--- config.mk ---
export PLATFORM = sky130hd
export DESIGN_NAME = rv_core
export DESIGN_NICKNAME = d
export VERILOG_FILES = /design/src/logic/rv_pkg.sv /design/src/logic/wb_if.sv /design/src/logic/alu.sv /design/src/logic/decoder.sv /design/src/logic/execute_unit.sv /design/src/logic/fetch_unit.sv /design/src/logic/hazard_unit.sv /design/src/logic/pipe_reg.sv /design/src/logic/reg_file.sv /design/src/logic/rv_core.sv
export SDC_FILE = /design/constraint.sdc
export NUM_CORES = 2
export LEC_CHECK = 0
export BUFFER_PORTS_ARGS = -buffer_cell sky130_fd_sc_hd__buf_2
export CAP_MARGIN = 20
export CORE_MARGIN = 2
export CORE_UTILIZATION = 60
export CTS_CLUSTER_DIAMETER = 80
export DETAILED_ROUTE_END_ITERATION = 10
export PLACE_DENSITY = 0.85
export SYNTH_ARGS = -nofsm -noshare
export SYNTH_HDL_FRONTEND = slang
export SYNTH_SLANG_ARGS = --single-unit
--- constraint.sdc ---
create_clock -name clk -period 7.42 [get_ports clk]
set_input_delay 0.371 -clock clk [delete_from_list [all_inputs] [get_ports clk]]
set_output_delay 0.371 -clock clk [all_outputs]
set_load 0.1 [all_outputs]
--- src/logic/rv_pkg.sv ---
package rv_pkg;

    typedef logic [31:0] word_t;
    typedef logic [4:0]  reg_idx_t;

    // major opcode in instruction bits 6..2
    typedef enum logic [4:0] {
        OP_IMM = 5'b00100,
        AUIPC  = 5'b00101,
        OP     = 5'b01100,
        LUI    = 5'b01101,
        BRANCH = 5'b11000,
        JALR   = 5'b11001,
        JAL    = 5'b11011
    } opcode_e;

    localparam logic [6:0] ALU_SUB_FUNCT7 = 7'b0100000; // sub, sra, srai

    // ------------------------------------------------------------------
    // stage payloads
    // ------------------------------------------------------------------

    typedef struct packed {
        logic  valid;
        word_t instr;
        word_t pc;
    } fetch_t;

    typedef struct packed {
        logic       valid;
        word_t      instr;
        word_t      pc;
        opcode_e    opcode;
        reg_idx_t   rs1;
        reg_idx_t   rs2;
        reg_idx_t   rd;
        logic       we;
        logic [2:0] funct3;
        logic [6:0] funct7;
        word_t      imm;    // sign extended
        word_t      r1;     // operands after forwarding
        word_t      r2;
    } decoded_t;

    typedef struct packed {
        logic     valid;
        word_t    pc;
        reg_idx_t rd;
        logic     we;
        word_t    result;
        logic     redirect;
        word_t    target;
    } wb_t;

endpackage

--- src/logic/wb_if.sv ---
`timescale 1ns/100ps

interface wb_if import rv_pkg::*; ();

    logic     valid;
    reg_idx_t rd;    // zero when nothing is written
    word_t    data;
    word_t    pc;

    modport source (
        output valid, rd, data, pc
    );

    modport sink (
        input valid, rd, data, pc
    );

endinterface

--- src/logic/alu.sv ---
`timescale 1ns/100ps

module alu import rv_pkg::*; (
    input  word_t      a_i,
    input  word_t      b_i,
    input  logic [2:0] funct3_i,
    input  logic [6:0] funct7_i,
    input  logic       use_imm_i,
    output word_t      result_o,
    output logic       zero_o,
    output logic       negative_o,
    output logic       carry_o,
    output logic       overflow_o
);

    logic        sub;
    word_t       b_eff;
    logic [32:0] sum;
    logic [4:0]  shamt;

    // addi never subtracts, slt/sltu always do
    assign sub = (funct3_i inside {3'b010, 3'b011}) ||
                 (funct3_i == 3'b000 && funct7_i == ALU_SUB_FUNCT7 && !use_imm_i);

    assign b_eff = sub ? ~b_i : b_i;
    assign sum   = {1'b0, a_i} + {1'b0, b_eff} + {32'b0, sub};
    assign shamt = b_i[4:0];

    // flags from the adder; carry set means no borrow on subtract
    assign zero_o     = sum[31:0] == '0;
    assign negative_o = sum[31];
    assign carry_o    = sum[32];
    assign overflow_o = (a_i[31] == b_eff[31]) && (sum[31] != a_i[31]);

    always_comb begin
        case (funct3_i)
            3'b000:  result_o = sum[31:0];
            3'b001:  result_o = a_i << shamt;
            3'b010:  result_o = {31'b0, negative_o ^ overflow_o};  // slt
            3'b011:  result_o = {31'b0, !carry_o};                 // sltu
            3'b100:  result_o = a_i ^ b_i;
            3'b101:  result_o = (funct7_i == ALU_SUB_FUNCT7) ?
                                word_t'($signed(a_i) >>> shamt) : (a_i >> shamt);
            3'b110:  result_o = a_i | b_i;
            default: result_o = a_i & b_i;
        endcase
    end

endmodule

--- src/logic/decoder.sv ---
`timescale 1ns/100ps

module decoder import rv_pkg::*; (
    input  fetch_t   in_i,
    output decoded_t out_o
);

    word_t ins;
    word_t imm_i, imm_u, imm_b, imm_j;

    assign ins = in_i.instr;

    // immediate formats
    assign imm_i = {{20{ins[31]}}, ins[31:20]};
    assign imm_u = {ins[31:12], 12'b0};
    assign imm_b = {{19{ins[31]}}, ins[31], ins[7], ins[30:25], ins[11:8], 1'b0};
    assign imm_j = {{11{ins[31]}}, ins[31], ins[19:12], ins[20], ins[30:21], 1'b0};

    always_comb begin
        out_o       = '0;
        out_o.valid = in_i.valid;
        out_o.instr = ins;
        out_o.pc    = in_i.pc;

        // unused register fields stay zero, so no false dependences
        if (ins[1:0] == 2'b11) begin
            out_o.opcode = opcode_e'(ins[6:2]);
            case (opcode_e'(ins[6:2]))
                OP: begin
                    out_o.rs1    = ins[19:15];
                    out_o.rs2    = ins[24:20];
                    out_o.rd     = ins[11:7];
                    out_o.funct3 = ins[14:12];
                    out_o.funct7 = ins[31:25];
                end
                OP_IMM: begin
                    out_o.rs1    = ins[19:15];
                    out_o.rd     = ins[11:7];
                    out_o.imm    = imm_i;
                    out_o.funct3 = ins[14:12];
                    out_o.funct7 = ins[31:25];  // only srai looks at it
                end
                LUI, AUIPC: begin
                    out_o.rd  = ins[11:7];
                    out_o.imm = imm_u;
                end
                BRANCH: begin
                    out_o.rs1    = ins[19:15];
                    out_o.rs2    = ins[24:20];
                    out_o.imm    = imm_b;
                    out_o.funct3 = 3'b000;          // compare by subtract
                    out_o.funct7 = ALU_SUB_FUNCT7;
                end
                JAL: begin
                    out_o.rd  = ins[11:7];
                    out_o.imm = imm_j;
                end
                JALR: begin
                    out_o.rs1 = ins[19:15];
                    out_o.rd  = ins[11:7];
                    out_o.imm = imm_i;
                end
                default: ;  // retires as a no-op
            endcase
        end

        out_o.we = out_o.rd != '0;  // x0 writes are dropped here
    end

endmodule

--- src/logic/execute_unit.sv ---
`timescale 1ns/100ps

module execute_unit import rv_pkg::*; (
    input  decoded_t ex_i,
    output wb_t      out_o
);

    logic  use_imm;
    word_t alu_b, alu_res;
    logic  zero, neg, carry, ovf;
    logic  taken;
    word_t pc_imm, link, jalr_sum;

    assign use_imm = ex_i.opcode == OP_IMM;
    assign alu_b   = use_imm ? ex_i.imm : ex_i.r2;

    alu u_alu (
        .a_i        (ex_i.r1),
        .b_i        (alu_b),
        .funct3_i   (ex_i.funct3),
        .funct7_i   (ex_i.funct7),
        .use_imm_i  (use_imm),
        .result_o   (alu_res),
        .zero_o     (zero),
        .negative_o (neg),
        .carry_o    (carry),
        .overflow_o (ovf)
    );

    assign pc_imm   = ex_i.pc + ex_i.imm;   // branch, jal, auipc
    assign link     = ex_i.pc + 32'd4;
    assign jalr_sum = ex_i.r1 + ex_i.imm;

    // branch condition from the original funct3 field
    always_comb begin
        case (ex_i.instr[14:12])
            3'b000:  taken = zero;          // beq
            3'b001:  taken = !zero;         // bne
            3'b100:  taken = neg ^ ovf;     // blt
            3'b101:  taken = !(neg ^ ovf);  // bge
            3'b110:  taken = !carry;        // bltu
            3'b111:  taken = carry;         // bgeu
            default: taken = 1'b0;
        endcase
    end

    always_comb begin
        out_o       = '0;
        out_o.valid = ex_i.valid;
        out_o.pc    = ex_i.pc;
        out_o.rd    = ex_i.rd;
        out_o.we    = ex_i.we;
        case (ex_i.opcode)
            OP, OP_IMM: out_o.result = alu_res;
            LUI:        out_o.result = ex_i.imm;
            AUIPC:      out_o.result = pc_imm;
            BRANCH: begin
                out_o.redirect = taken;
                out_o.target   = pc_imm;
            end
            JAL: begin
                out_o.result   = link;
                out_o.redirect = 1'b1;
                out_o.target   = pc_imm;
            end
            JALR: begin
                out_o.result   = link;
                out_o.redirect = 1'b1;
                out_o.target   = {jalr_sum[31:1], 1'b0};
            end
            default: ;
        endcase
    end

endmodule

--- src/logic/fetch_unit.sv ---
`timescale 1ns/100ps

module fetch_unit import rv_pkg::*; #(
    parameter word_t INITIAL_PC = '0
) (
    input  logic   clk,
    input  logic   rst_n,
    input  logic   stall_i,
    input  logic   redirect_i,
    input  word_t  redirect_pc_i,
    input  logic   imem_ready_i,
    input  word_t  imem_rdata_i,
    output logic   imem_valid_o,
    output word_t  imem_addr_o,
    output fetch_t fetched_o,
    output logic   fetched_valid_o
);

    logic  run_q;   // low until the first edge after reset
    word_t addr_q;

    assign imem_valid_o    = run_q && !stall_i;
    assign imem_addr_o     = addr_q;
    assign fetched_valid_o = imem_valid_o && imem_ready_i;

    always_comb begin
        fetched_o.valid = fetched_valid_o;
        fetched_o.instr = imem_rdata_i;
        fetched_o.pc    = addr_q;
    end

    always_ff @(posedge clk or negedge rst_n) begin
        if (!rst_n) begin
            run_q  <= 1'b0;
            addr_q <= INITIAL_PC;
        end else begin
            run_q <= 1'b1;
            if (redirect_i) begin
                addr_q <= redirect_pc_i;
            end else if (fetched_valid_o) begin
                addr_q <= addr_q + 32'd4;  // predict not taken
            end
        end
    end

endmodule

--- src/logic/hazard_unit.sv ---
`timescale 1ns/100ps

module hazard_unit import rv_pkg::*; (
    input  decoded_t dec_i,
    input  decoded_t ex_i,
    wb_if.sink       wb,
    input  word_t    rf_r1_i,
    input  word_t    rf_r2_i,
    output word_t    op1_o,
    output word_t    op2_o,
    output logic     stall_o
);

    logic fwd1, fwd2;
    logic ex_writes;

    // ------------------------------------------------------------------
    // forwarding from writeback
    // ------------------------------------------------------------------

    assign fwd1 = wb.valid && (wb.rd != '0) && (wb.rd == dec_i.rs1);
    assign fwd2 = wb.valid && (wb.rd != '0) && (wb.rd == dec_i.rs2);

    assign op1_o = fwd1 ? wb.data : rf_r1_i;
    assign op2_o = fwd2 ? wb.data : rf_r2_i;

    // ------------------------------------------------------------------
    // dependence on execute
    // ------------------------------------------------------------------

    // result not ready until it sits in writeback, one cycle later
    assign ex_writes = ex_i.valid && ex_i.we && (ex_i.rd != '0);

    assign stall_o = dec_i.valid && ex_writes &&
                     ((ex_i.rd == dec_i.rs1) || (ex_i.rd == dec_i.rs2));

endmodule

--- src/logic/pipe_reg.sv ---
`timescale 1ns/100ps

module pipe_reg #(
    parameter type payload_t = logic
) (
    input  logic     clk,
    input  logic     rst_n,
    input  logic     flush_i,
    input  logic     stall_i,
    input  logic     bubble_i,
    input  payload_t d_i,
    output payload_t q_o
);

    // flush beats stall, stall beats bubble
    always_ff @(posedge clk or negedge rst_n) begin
        if (!rst_n) begin
            q_o <= '0;
        end else if (flush_i) begin
            q_o <= '0;
        end else if (!stall_i) begin
            if (bubble_i) begin
                q_o <= '0;  // all-zero payload is an empty slot
            end else begin
                q_o <= d_i;
            end
        end
    end

endmodule

--- src/logic/reg_file.sv ---
`timescale 1ns/100ps

module reg_file import rv_pkg::*; (
    input  logic     clk,
    input  logic     rst_n,
    input  reg_idx_t rs1_i,
    input  reg_idx_t rs2_i,
    wb_if.sink       wb,
    output word_t    r1_o,
    output word_t    r2_o
);

    word_t regs [1:31];  // x0 has no storage

    always_ff @(posedge clk or negedge rst_n) begin
        if (!rst_n) begin
            for (int i = 1; i < 32; i++) begin
                regs[i] <= '0;
            end
        end else if (wb.valid && (wb.rd != '0)) begin
            regs[wb.rd] <= wb.data;
        end
    end

    // same-cycle write is covered by the hazard unit bypass
    assign r1_o = (rs1_i == '0) ? '0 : regs[rs1_i];
    assign r2_o = (rs2_i == '0) ? '0 : regs[rs2_i];

endmodule

--- src/logic/rv_core.sv ---
`timescale 1ns/100ps

module rv_core import rv_pkg::*; #(
    parameter word_t INITIAL_PC = '0
) (
    input  logic     clk,
    input  logic     rst_n,
    input  logic     imem_ready_i,
    input  word_t    imem_rdata_i,
    output logic     imem_valid_o,
    output word_t    imem_addr_o,
    output logic     retire_valid_o,
    output word_t    retire_pc_o,
    output reg_idx_t retire_rd_o,
    output word_t    retire_data_o
);

    fetch_t   fd_d, fd_q;
    logic     fd_valid;
    decoded_t dec, dec_ops, de_q;
    wb_t      ex_out, wb_q;
    word_t    rf_r1, rf_r2, op1, op2;
    logic     stall;

    wb_if wbus ();

    // ------------------------------------------------------------------
    // fetch and fetch/decode
    // ------------------------------------------------------------------

    fetch_unit #(.INITIAL_PC(INITIAL_PC)) u_fetch (
        .clk(clk), .rst_n(rst_n),
        .stall_i(stall), .redirect_i(wb_q.redirect), .redirect_pc_i(wb_q.target),
        .imem_ready_i(imem_ready_i), .imem_rdata_i(imem_rdata_i),
        .imem_valid_o(imem_valid_o), .imem_addr_o(imem_addr_o),
        .fetched_o(fd_d), .fetched_valid_o(fd_valid)
    );

    pipe_reg #(.payload_t(fetch_t)) u_fd (
        .clk(clk), .rst_n(rst_n), .flush_i(wb_q.redirect),
        .stall_i(stall), .bubble_i(!fd_valid), .d_i(fd_d), .q_o(fd_q)
    );

    // ------------------------------------------------------------------
    // decode and decode/execute
    // ------------------------------------------------------------------

    decoder u_dec (.in_i(fd_q), .out_o(dec));

    reg_file u_rf (
        .clk(clk), .rst_n(rst_n), .rs1_i(dec.rs1), .rs2_i(dec.rs2),
        .wb(wbus), .r1_o(rf_r1), .r2_o(rf_r2)
    );

    hazard_unit u_hz (
        .dec_i(dec), .ex_i(de_q), .wb(wbus), .rf_r1_i(rf_r1), .rf_r2_i(rf_r2),
        .op1_o(op1), .op2_o(op2), .stall_o(stall)
    );

    always_comb begin
        dec_ops    = dec;
        dec_ops.r1 = op1;
        dec_ops.r2 = op2;
    end

    pipe_reg #(.payload_t(decoded_t)) u_de (
        .clk(clk), .rst_n(rst_n), .flush_i(wb_q.redirect),
        .stall_i(1'b0), .bubble_i(stall), .d_i(dec_ops), .q_o(de_q)
    );

    // ------------------------------------------------------------------
    // execute, execute/writeback and retire
    // ------------------------------------------------------------------

    execute_unit u_ex (.ex_i(de_q), .out_o(ex_out));

    // wrong-path slot in execute is dropped along with the younger stages
    pipe_reg #(.payload_t(wb_t)) u_wb (
        .clk(clk), .rst_n(rst_n), .flush_i(wb_q.redirect),
        .stall_i(1'b0), .bubble_i(1'b0), .d_i(ex_out), .q_o(wb_q)
    );

    assign wbus.valid = wb_q.valid;
    assign wbus.rd    = wb_q.we ? wb_q.rd : '0;
    assign wbus.data  = wb_q.we ? wb_q.result : '0;
    assign wbus.pc    = wb_q.pc;

    assign retire_valid_o = wbus.valid;
    assign retire_pc_o    = wbus.pc;
    assign retire_rd_o    = wbus.rd;
    assign retire_data_o  = wbus.data;

endmodule

* Word level (Yosys, flattened, before mapping)
Cells that the tools add are included.
Operators by class: reduce and logical (&&, ||, !) cells 38, bitwise gates (word level) 8, mux-type cells 37, add/sub/neg operators 6, equality and inequality tests 34, shift-type cells 3, order comparisons 4
Operator list (count):
- $bwmux 992 | 1
- $mux 32 | 15
- $mux 192 | 2
- $bmux 32 s5 | 2
- $pmux 32 s4 | 2
- $pmux 32 s7 | 1
- $mux 65 | 3
- $demux 32 s5 | 1
- $mux 104 | 1
- $pmux 33 s3 | 1
- $add 32x3->32 const B | 2
- $add 32x32->32 | 2
- $mux 42 | 1
- $add 32x32->33 | 1
- $add 33x1->33 | 1
- $and 32x32->32 | 1
- $logic_not 32->1 | 1
- $not 32->32 | 1
- $or 32x32->32 | 1
- $shl 32x5->32 | 1
- $shr 32x5->32 | 1
- $sshr 32x5->32 | 1
- $xor 32x32->32 | 1
- $eq 5x5->1 const B | 6
- 29 further kinds | 80
Storage, ports and cells: word-level logic and storage cells 184, output and inout bits 103, bits of input ports 35, bits in registers 1359

* Logic depth before layout (Yosys ltp)
depth after elaboration 14, gate-level depth with buffers 28, mapped depth without buffers 24

* Hierarchy
A second synthesis with hierarchy kept.
Second synthesis, totals: cells, all modules 7075, area, all modules 86357.8 um^2
By module, submodules not included:
- reg_file | instances 1, sequential area each 24823.8 um^2, area an instance 53491.3 um^2, cells an instance 3612
- alu | instances 1, sequential area each 0.0 um^2, area an instance 8050.2 um^2, cells an instance 1169
- pipe_reg at u_de | instances 1, sequential area each 4804.6 um^2, area an instance 7155.6 um^2, cells an instance 450
- execute_unit | instances 1, sequential area each 0.0 um^2, area an instance 5445.2 um^2, cells an instance 763
- pipe_reg at u_wb | instances 1, sequential area each 2602.5 um^2, area an instance 3870.0 um^2, cells an instance 245
- pipe_reg at u_fd | instances 1, sequential area each 1626.6 um^2, area an instance 2472.4 um^2, cells an instance 154
- fetch_unit | instances 1, sequential area each 825.8 um^2, area an instance 2413.6 um^2, cells an instance 277
- decoder | instances 1, sequential area each 0.0 um^2, area an instance 1849.3 um^2, cells an instance 260
- hazard_unit | instances 1, sequential area each 0.0 um^2, area an instance 1310.0 um^2, cells an instance 103
- rv_core | instances 1, sequential area each 0.0 um^2, area an instance 300.3 um^2, cells an instance 42

* Worst setup path before layout
No wires, ideal clock.
path type register -> register, start point reg u_de.q_o[122] (netlist name), end point reg u_wb.q_o[32] (netlist name), data required time 7.296 ns, arrival time 5.887 ns, buffers on the path 4, clock period less this slack 6.011 ns, cell stages (with the launch flop) 29, path slack 1.409 ns, cells stage by stage dfrtp_1 buf_6 or4b_4 nor2_4 mux2i_1 inv_1 buf_2 buf_1 xnor2_1 ha_1 clkbuf_1 o21ai_0 a21oi_1 nand3_1 o21ai_0 o21ai_1 a31oi_1 nor2_1 o21bai_1 a21oi_1 fa_1 o2111ai_1 nor4_1 nand3_1 or4bb_1 nor4_2 and4_1 o21ai_1 o31a_1
On the way: word-level cells in the longest chain between the ends 14, elaborated cells between the ends (all ways) 23, classes of those cells add/sub: 2; eq/ne: 6; mux: 5; bitwise: 2; reduce/logical: 8
RTL lines:
- start: declaration | line pipe_reg.sv:12 | output payload_t q_o
- start signal: assignment | line pipe_reg.sv:25 | q_o <= d_i;
- $eq 5x3->1 | line execute_unit.sv:14 | assign use_imm = ex_i.opcode == OP_IMM;
- $logic_not 1->1 | line alu.sv:23 | (funct3_i == 3'b000 && funct7_i == ALU_SUB_FUNCT7 && !use_imm_i);
- $logic_and 1x1->1 | line alu.sv:23
- $logic_or 1x1->1 | line alu.sv:22 | assign sub = (funct3_i inside {3'b010, 3'b011}) ||
- $mux 32 | line alu.sv:25 | assign b_eff = sub ? ~b_i : b_i;
- $add 32x32->33 | line alu.sv:26 | assign sum = {1'b0, a_i} + {1'b0, b_eff} + {32'b0, sub};
- $add 33x1->33 | line alu.sv:26
- $ne 1x1->1 | line alu.sv:33 | assign overflow_o = (a_i[31] == b_eff[31]) && (sum[31] != a_i[31]);
- $logic_and 1x1->1 | line alu.sv:33
- $xor 1x1->1 | line execute_unit.sv:39, execute_unit.sv:40
- $logic_not 1->1 | line execute_unit.sv:40 | 3'b101: taken = !(neg ^ ovf);
- $pmux 1 s6 | line execute_unit.sv:36 | case (ex_i.instr[14:12])
- $pmux 33 s3 * | line execute_unit.sv:53 | case (ex_i.opcode)
- $mux 104 * | line pipe_reg.sv:19 | end else if (flush_i) begin
- end signal: assignment | line pipe_reg.sv:25
- end: declaration | line pipe_reg.sv:12
Every way passes the cells marked *; elsewhere a longest branch is shown, timed or not. A chain may end at the register's enable or synchronous reset.

* Worst setup path after layout
start point reg u_de.q_o[123] (netlist name), end point reg u_wb.q_o[32] (netlist name)
The elaborated chain is that of the path after synthesis.

==> reports/qor.yml <==
power_and_ir_drop:
  peakVddDrop_v: 0.0002829
  clock_power_share_pct: 49.9
  p_comb_share_pct: 2.7
  p_int_mw: 12.06
  powerDensity_mw_per_mm2: 182.2
  swShare_pct: 23.13
  total_power_mw: 15.69
  switchingPower_mw: 3.629
  seqPwrFrac_pct: 47.4
  leakage_nw: 36.69
cts:
  postCtsSetupRepairBufs: 0
  cts_tree: "yes"
  cts_buffer_depth: 3
  cts_sinks: 1347
  clock_latency_ns: 0.82
  clk_pin_slew_worst_paths_ns: 0.06
  htreeDepth: 4
  ctsHoldBuffers: 33
  cts_root_buffer: "clkbuf_16"
  cts_buffers: 147
  cts_resized: 0
sta:
  tightestPinTransition_ns: 1.332
  fin_hold_ws_ns: 0.1512
  grt_setup_unrepaired: "false"
  fmax_mhz: 147.7
  finalSetupViolations: 0
  post-route-period-util_pct: 91.23
  skew_ns: 0.04212
  hold_violations: 0
  finalMaxSlewViolations: 0
  relSlewSlack_pct: 10.61
  post-route-min-period_ns: 6.770
  fin_setup_tns_ns: 0
critical_path:
  crit_arrival_ns: 7.44
  worstPathMaxFanout: 10
  worstSetupPathType: "reg -> reg"
  required_ns: 8.09
  endpoint_kind: "flip-flop"
  worstSetupStartpointType: "flip-flop"
yosys:
  synth_area_leaders: "dfrtp_1 (43%), nand2_1 (12%), o21ai_0 (8.2%)"
  ys_async_sr_fraction_pct: 100.0
  syn_inst: 9798
  synth_top_cell_area_share_pct: 42.71
  ys.flop_type: "dfrtp_1"
  synth_edf_count: 0
  synth_seq_cells: 1347
  synth_top_area_cell: "dfrtp_1"
  syn_area_per_cell_um2: 8.054
  syn-cell-area_mm2: 0.07892
  syn_nets: 9998
  synth.distinct_cells: 105
  yosys_warnings: 0
  ys_seq_area_share_pct: 42.71
floorplan:
  core_mm2: 0.1310
  die_w_um: 366.7
  die_y_um: 366.7
  start_util_pct: 60.26
  ioPinCount: 138
  rows: 133
  die_area_mm2: 0.1344
placement:
  gp_congestion: 1.149
  hpwl_mm: 208.5
  port_buffers: 137
detailed_routing:
  drc: 0
  routed_via_density: 7.094
  ant_nets: 0
  dr.pass1.iters: 11
  detail_route.wl_per_cell_um: 29.46
  first_iter_violations: 14740
  wirelength_mm: 332.6
  num_vias: 80110
outcome:
  status: "finished, final reports clean"
finish:
  syn_to_final_growth_pct: 9.074
  final_core_util_pct: 65.73
  layout-drive-gt1-share_pct: 8.707
  layout_commonest_cell: "nand2_1"
  layout_common_cells: "nand2_1 (2521), dfrtp_1 (1346), o21ai_0 (1285), nand3_1 (700), a21oi_1 (420)"
  fin_nets: 9620
hold_path:
  hold_class: "in -> async"
run:
  drv_cap: 0
global_route:
  grt_max_degree: 171
  grt_usage_pct: 48.39
  antenna_found_initial: 9
  grt_pass1_vias: 75910
  grt_pass1_wl_mm: 489.6
  grt_remaining_overflow: 0
-- routing by layer --
layer / wire length [um] / vias up / GRT usage, % / share of wire (%)
li1: - / 33590 / - / -
met1: 119300 / 38020 / 63.58 / 36
met2: 136200 / 6927 / 67.84 / 41
met3: 53720 / 1573 / 18.00 / 16
met4: 23310 / 8 / 29.40 / 7.0
met5: 49 / - / 0 / 0.015
-- worst max-delay path, cell delays in order, from the launching register on --
cell and delay (ns):
dfrtp_1 0.46, or4b_4 0.63, nor2_4 0.14, buf_4 0.29
mux2i_1 0.43, xor2_1 0.13, ha_1 0.39, nor2_1 0.07
a21oi_1 0.22, nand3_1 0.18, o21ai_0 0.40, buf_4 0.20
o21ai_1 0.11, a31oi_1 0.20, nor2_1 0.09, o21bai_1 0.18
a21oi_1 0.13, fa_1 0.54, o2111ai_1 0.22, nor4_1 0.27
nand3_1 0.11, or4bb_1 0.58, nor4_2 0.18, buf_4 0.18
and4_1 0.17, o21ai_1 0.06, o31a_1 0.10
-- Yosys cell counts (9+ instances only) --
library cell,number
or3_1,9
nor3_1,103
ha_1,161
a31oi_1,101
a22oi_1,38
a31o_2,12
a311o_1,42
buf_4,42
nand2b_1,12
clkbuf_1,702
nor2_1,335
a21boi_0,13
mux4_2,33
o211ai_1,45
buf_1,47
nor2b_1,46
a21o_1,46
a211o_1,40
a211oi_1,208
nand3_1,701
a311oi_1,134
o21ai_0,1286
o21a_1,17
a221oi_1,15
o21bai_1,14
mux2_2,93
inv_1,137
o221ai_1,16
o2111ai_1,9
and3_1,181
dfrtp_1,1347
xor2_1,90
or2_2,12
xnor2_1,96
a21oi_1,421
buf_2,112
and4_1,9
nor4_1,11
a22o_1,77
nand2_1,2555
nand4_1,27
a222oi_1,101
mux2i_1,96
o22ai_1,12
and2_1,68
-- final timing paths --
kind / depth (start not counted) / endpoint / from / slack, ns
worst max-delay path: 26 / u_wb.q_o[32] / u_de.q_o[123] / 0.65
worst min-delay path: 2 / u_rf.regs[5] / rst_n / 0.15
worst max register to register: 26 / u_wb.q_o[32] / u_de.q_o[123] / 0.65
worst min register to register: 2 / u_fetch.imem_addr_o[7] / u_wb.q_o[7] / 0.46
max in group asynchronous: 4 / u_rf.regs[924] / rst_n / 5.07
min in group clk: 3 / u_fd.q_o[44] / imem_rdata_i[12] / 0.32
-- stage by stage --
stage	cells	setup slack, ns	instance area [um^2]
after CTS	11280	0.7093	85720
after detailed placement	10980	0.7443	80220
final	11290	0.6504	86080
after global routing	11290	0.3198	86070
after floorplan	9798	1.409	78920
after global placement	10980	0.7820	80210
-- state kept, by name, indices dropped and copies added, names as in the netlist --
register             cells
u_fetch.imem_addr_o     32
u_fetch.run_q            1
u_de.q_o               153
u_rf.regs              992
u_wb.q_o               104
u_fd.q_o                65
-- power groups by stage --
stage / registers, mW / clock network (mW) / logic, mW
global placement: 7.56 / 0 / 0.399
global route: 7.43 / 8.13 / 0.460
detailed placement: 7.56 / 0 / 0.408
floorplan: 7.63 / 0 / 0.109
finish: 7.43 / 7.83 / 0.423
CTS: 7.43 / 7.82 / 0.425
-- logic make-up (layout without fill, tap and decap cells) --
family / after synthesis / count (layout) / share of synthesized area, %
simple gates: 4109 / 4109 / 22.32
buf+inv: 1050 / 785 / 5.411
fa+ha+maj: 165 / 165 / 2.654
mux: 224 / 224 / 3.521
flops: 1347 / 1347 / 42.71
other cells: 1 / 5 / 0.004752
compound gates: 2716 / 2716 / 21.32
xor+xnor: 186 / 186 / 2.064
-- final cells by class --
| class | instances | area, um^2 |
|---|---|---|
| timing repair buffer | 381 | 3208 |
| multi-input combinational | 7401 | 41250 |
| tap | 1755 | 2196 |
| antenna | 4 | 10.01 |
| sequential | 1347 | 33710 |
| clock buffer | 214 | 4407 |
| fill | 10560 | 44890 |
| clock inverter | 48 | 763.2 |
| inverter | 142 | 533.0 |
No activity file was read; power rests on OpenSTA's default activity.
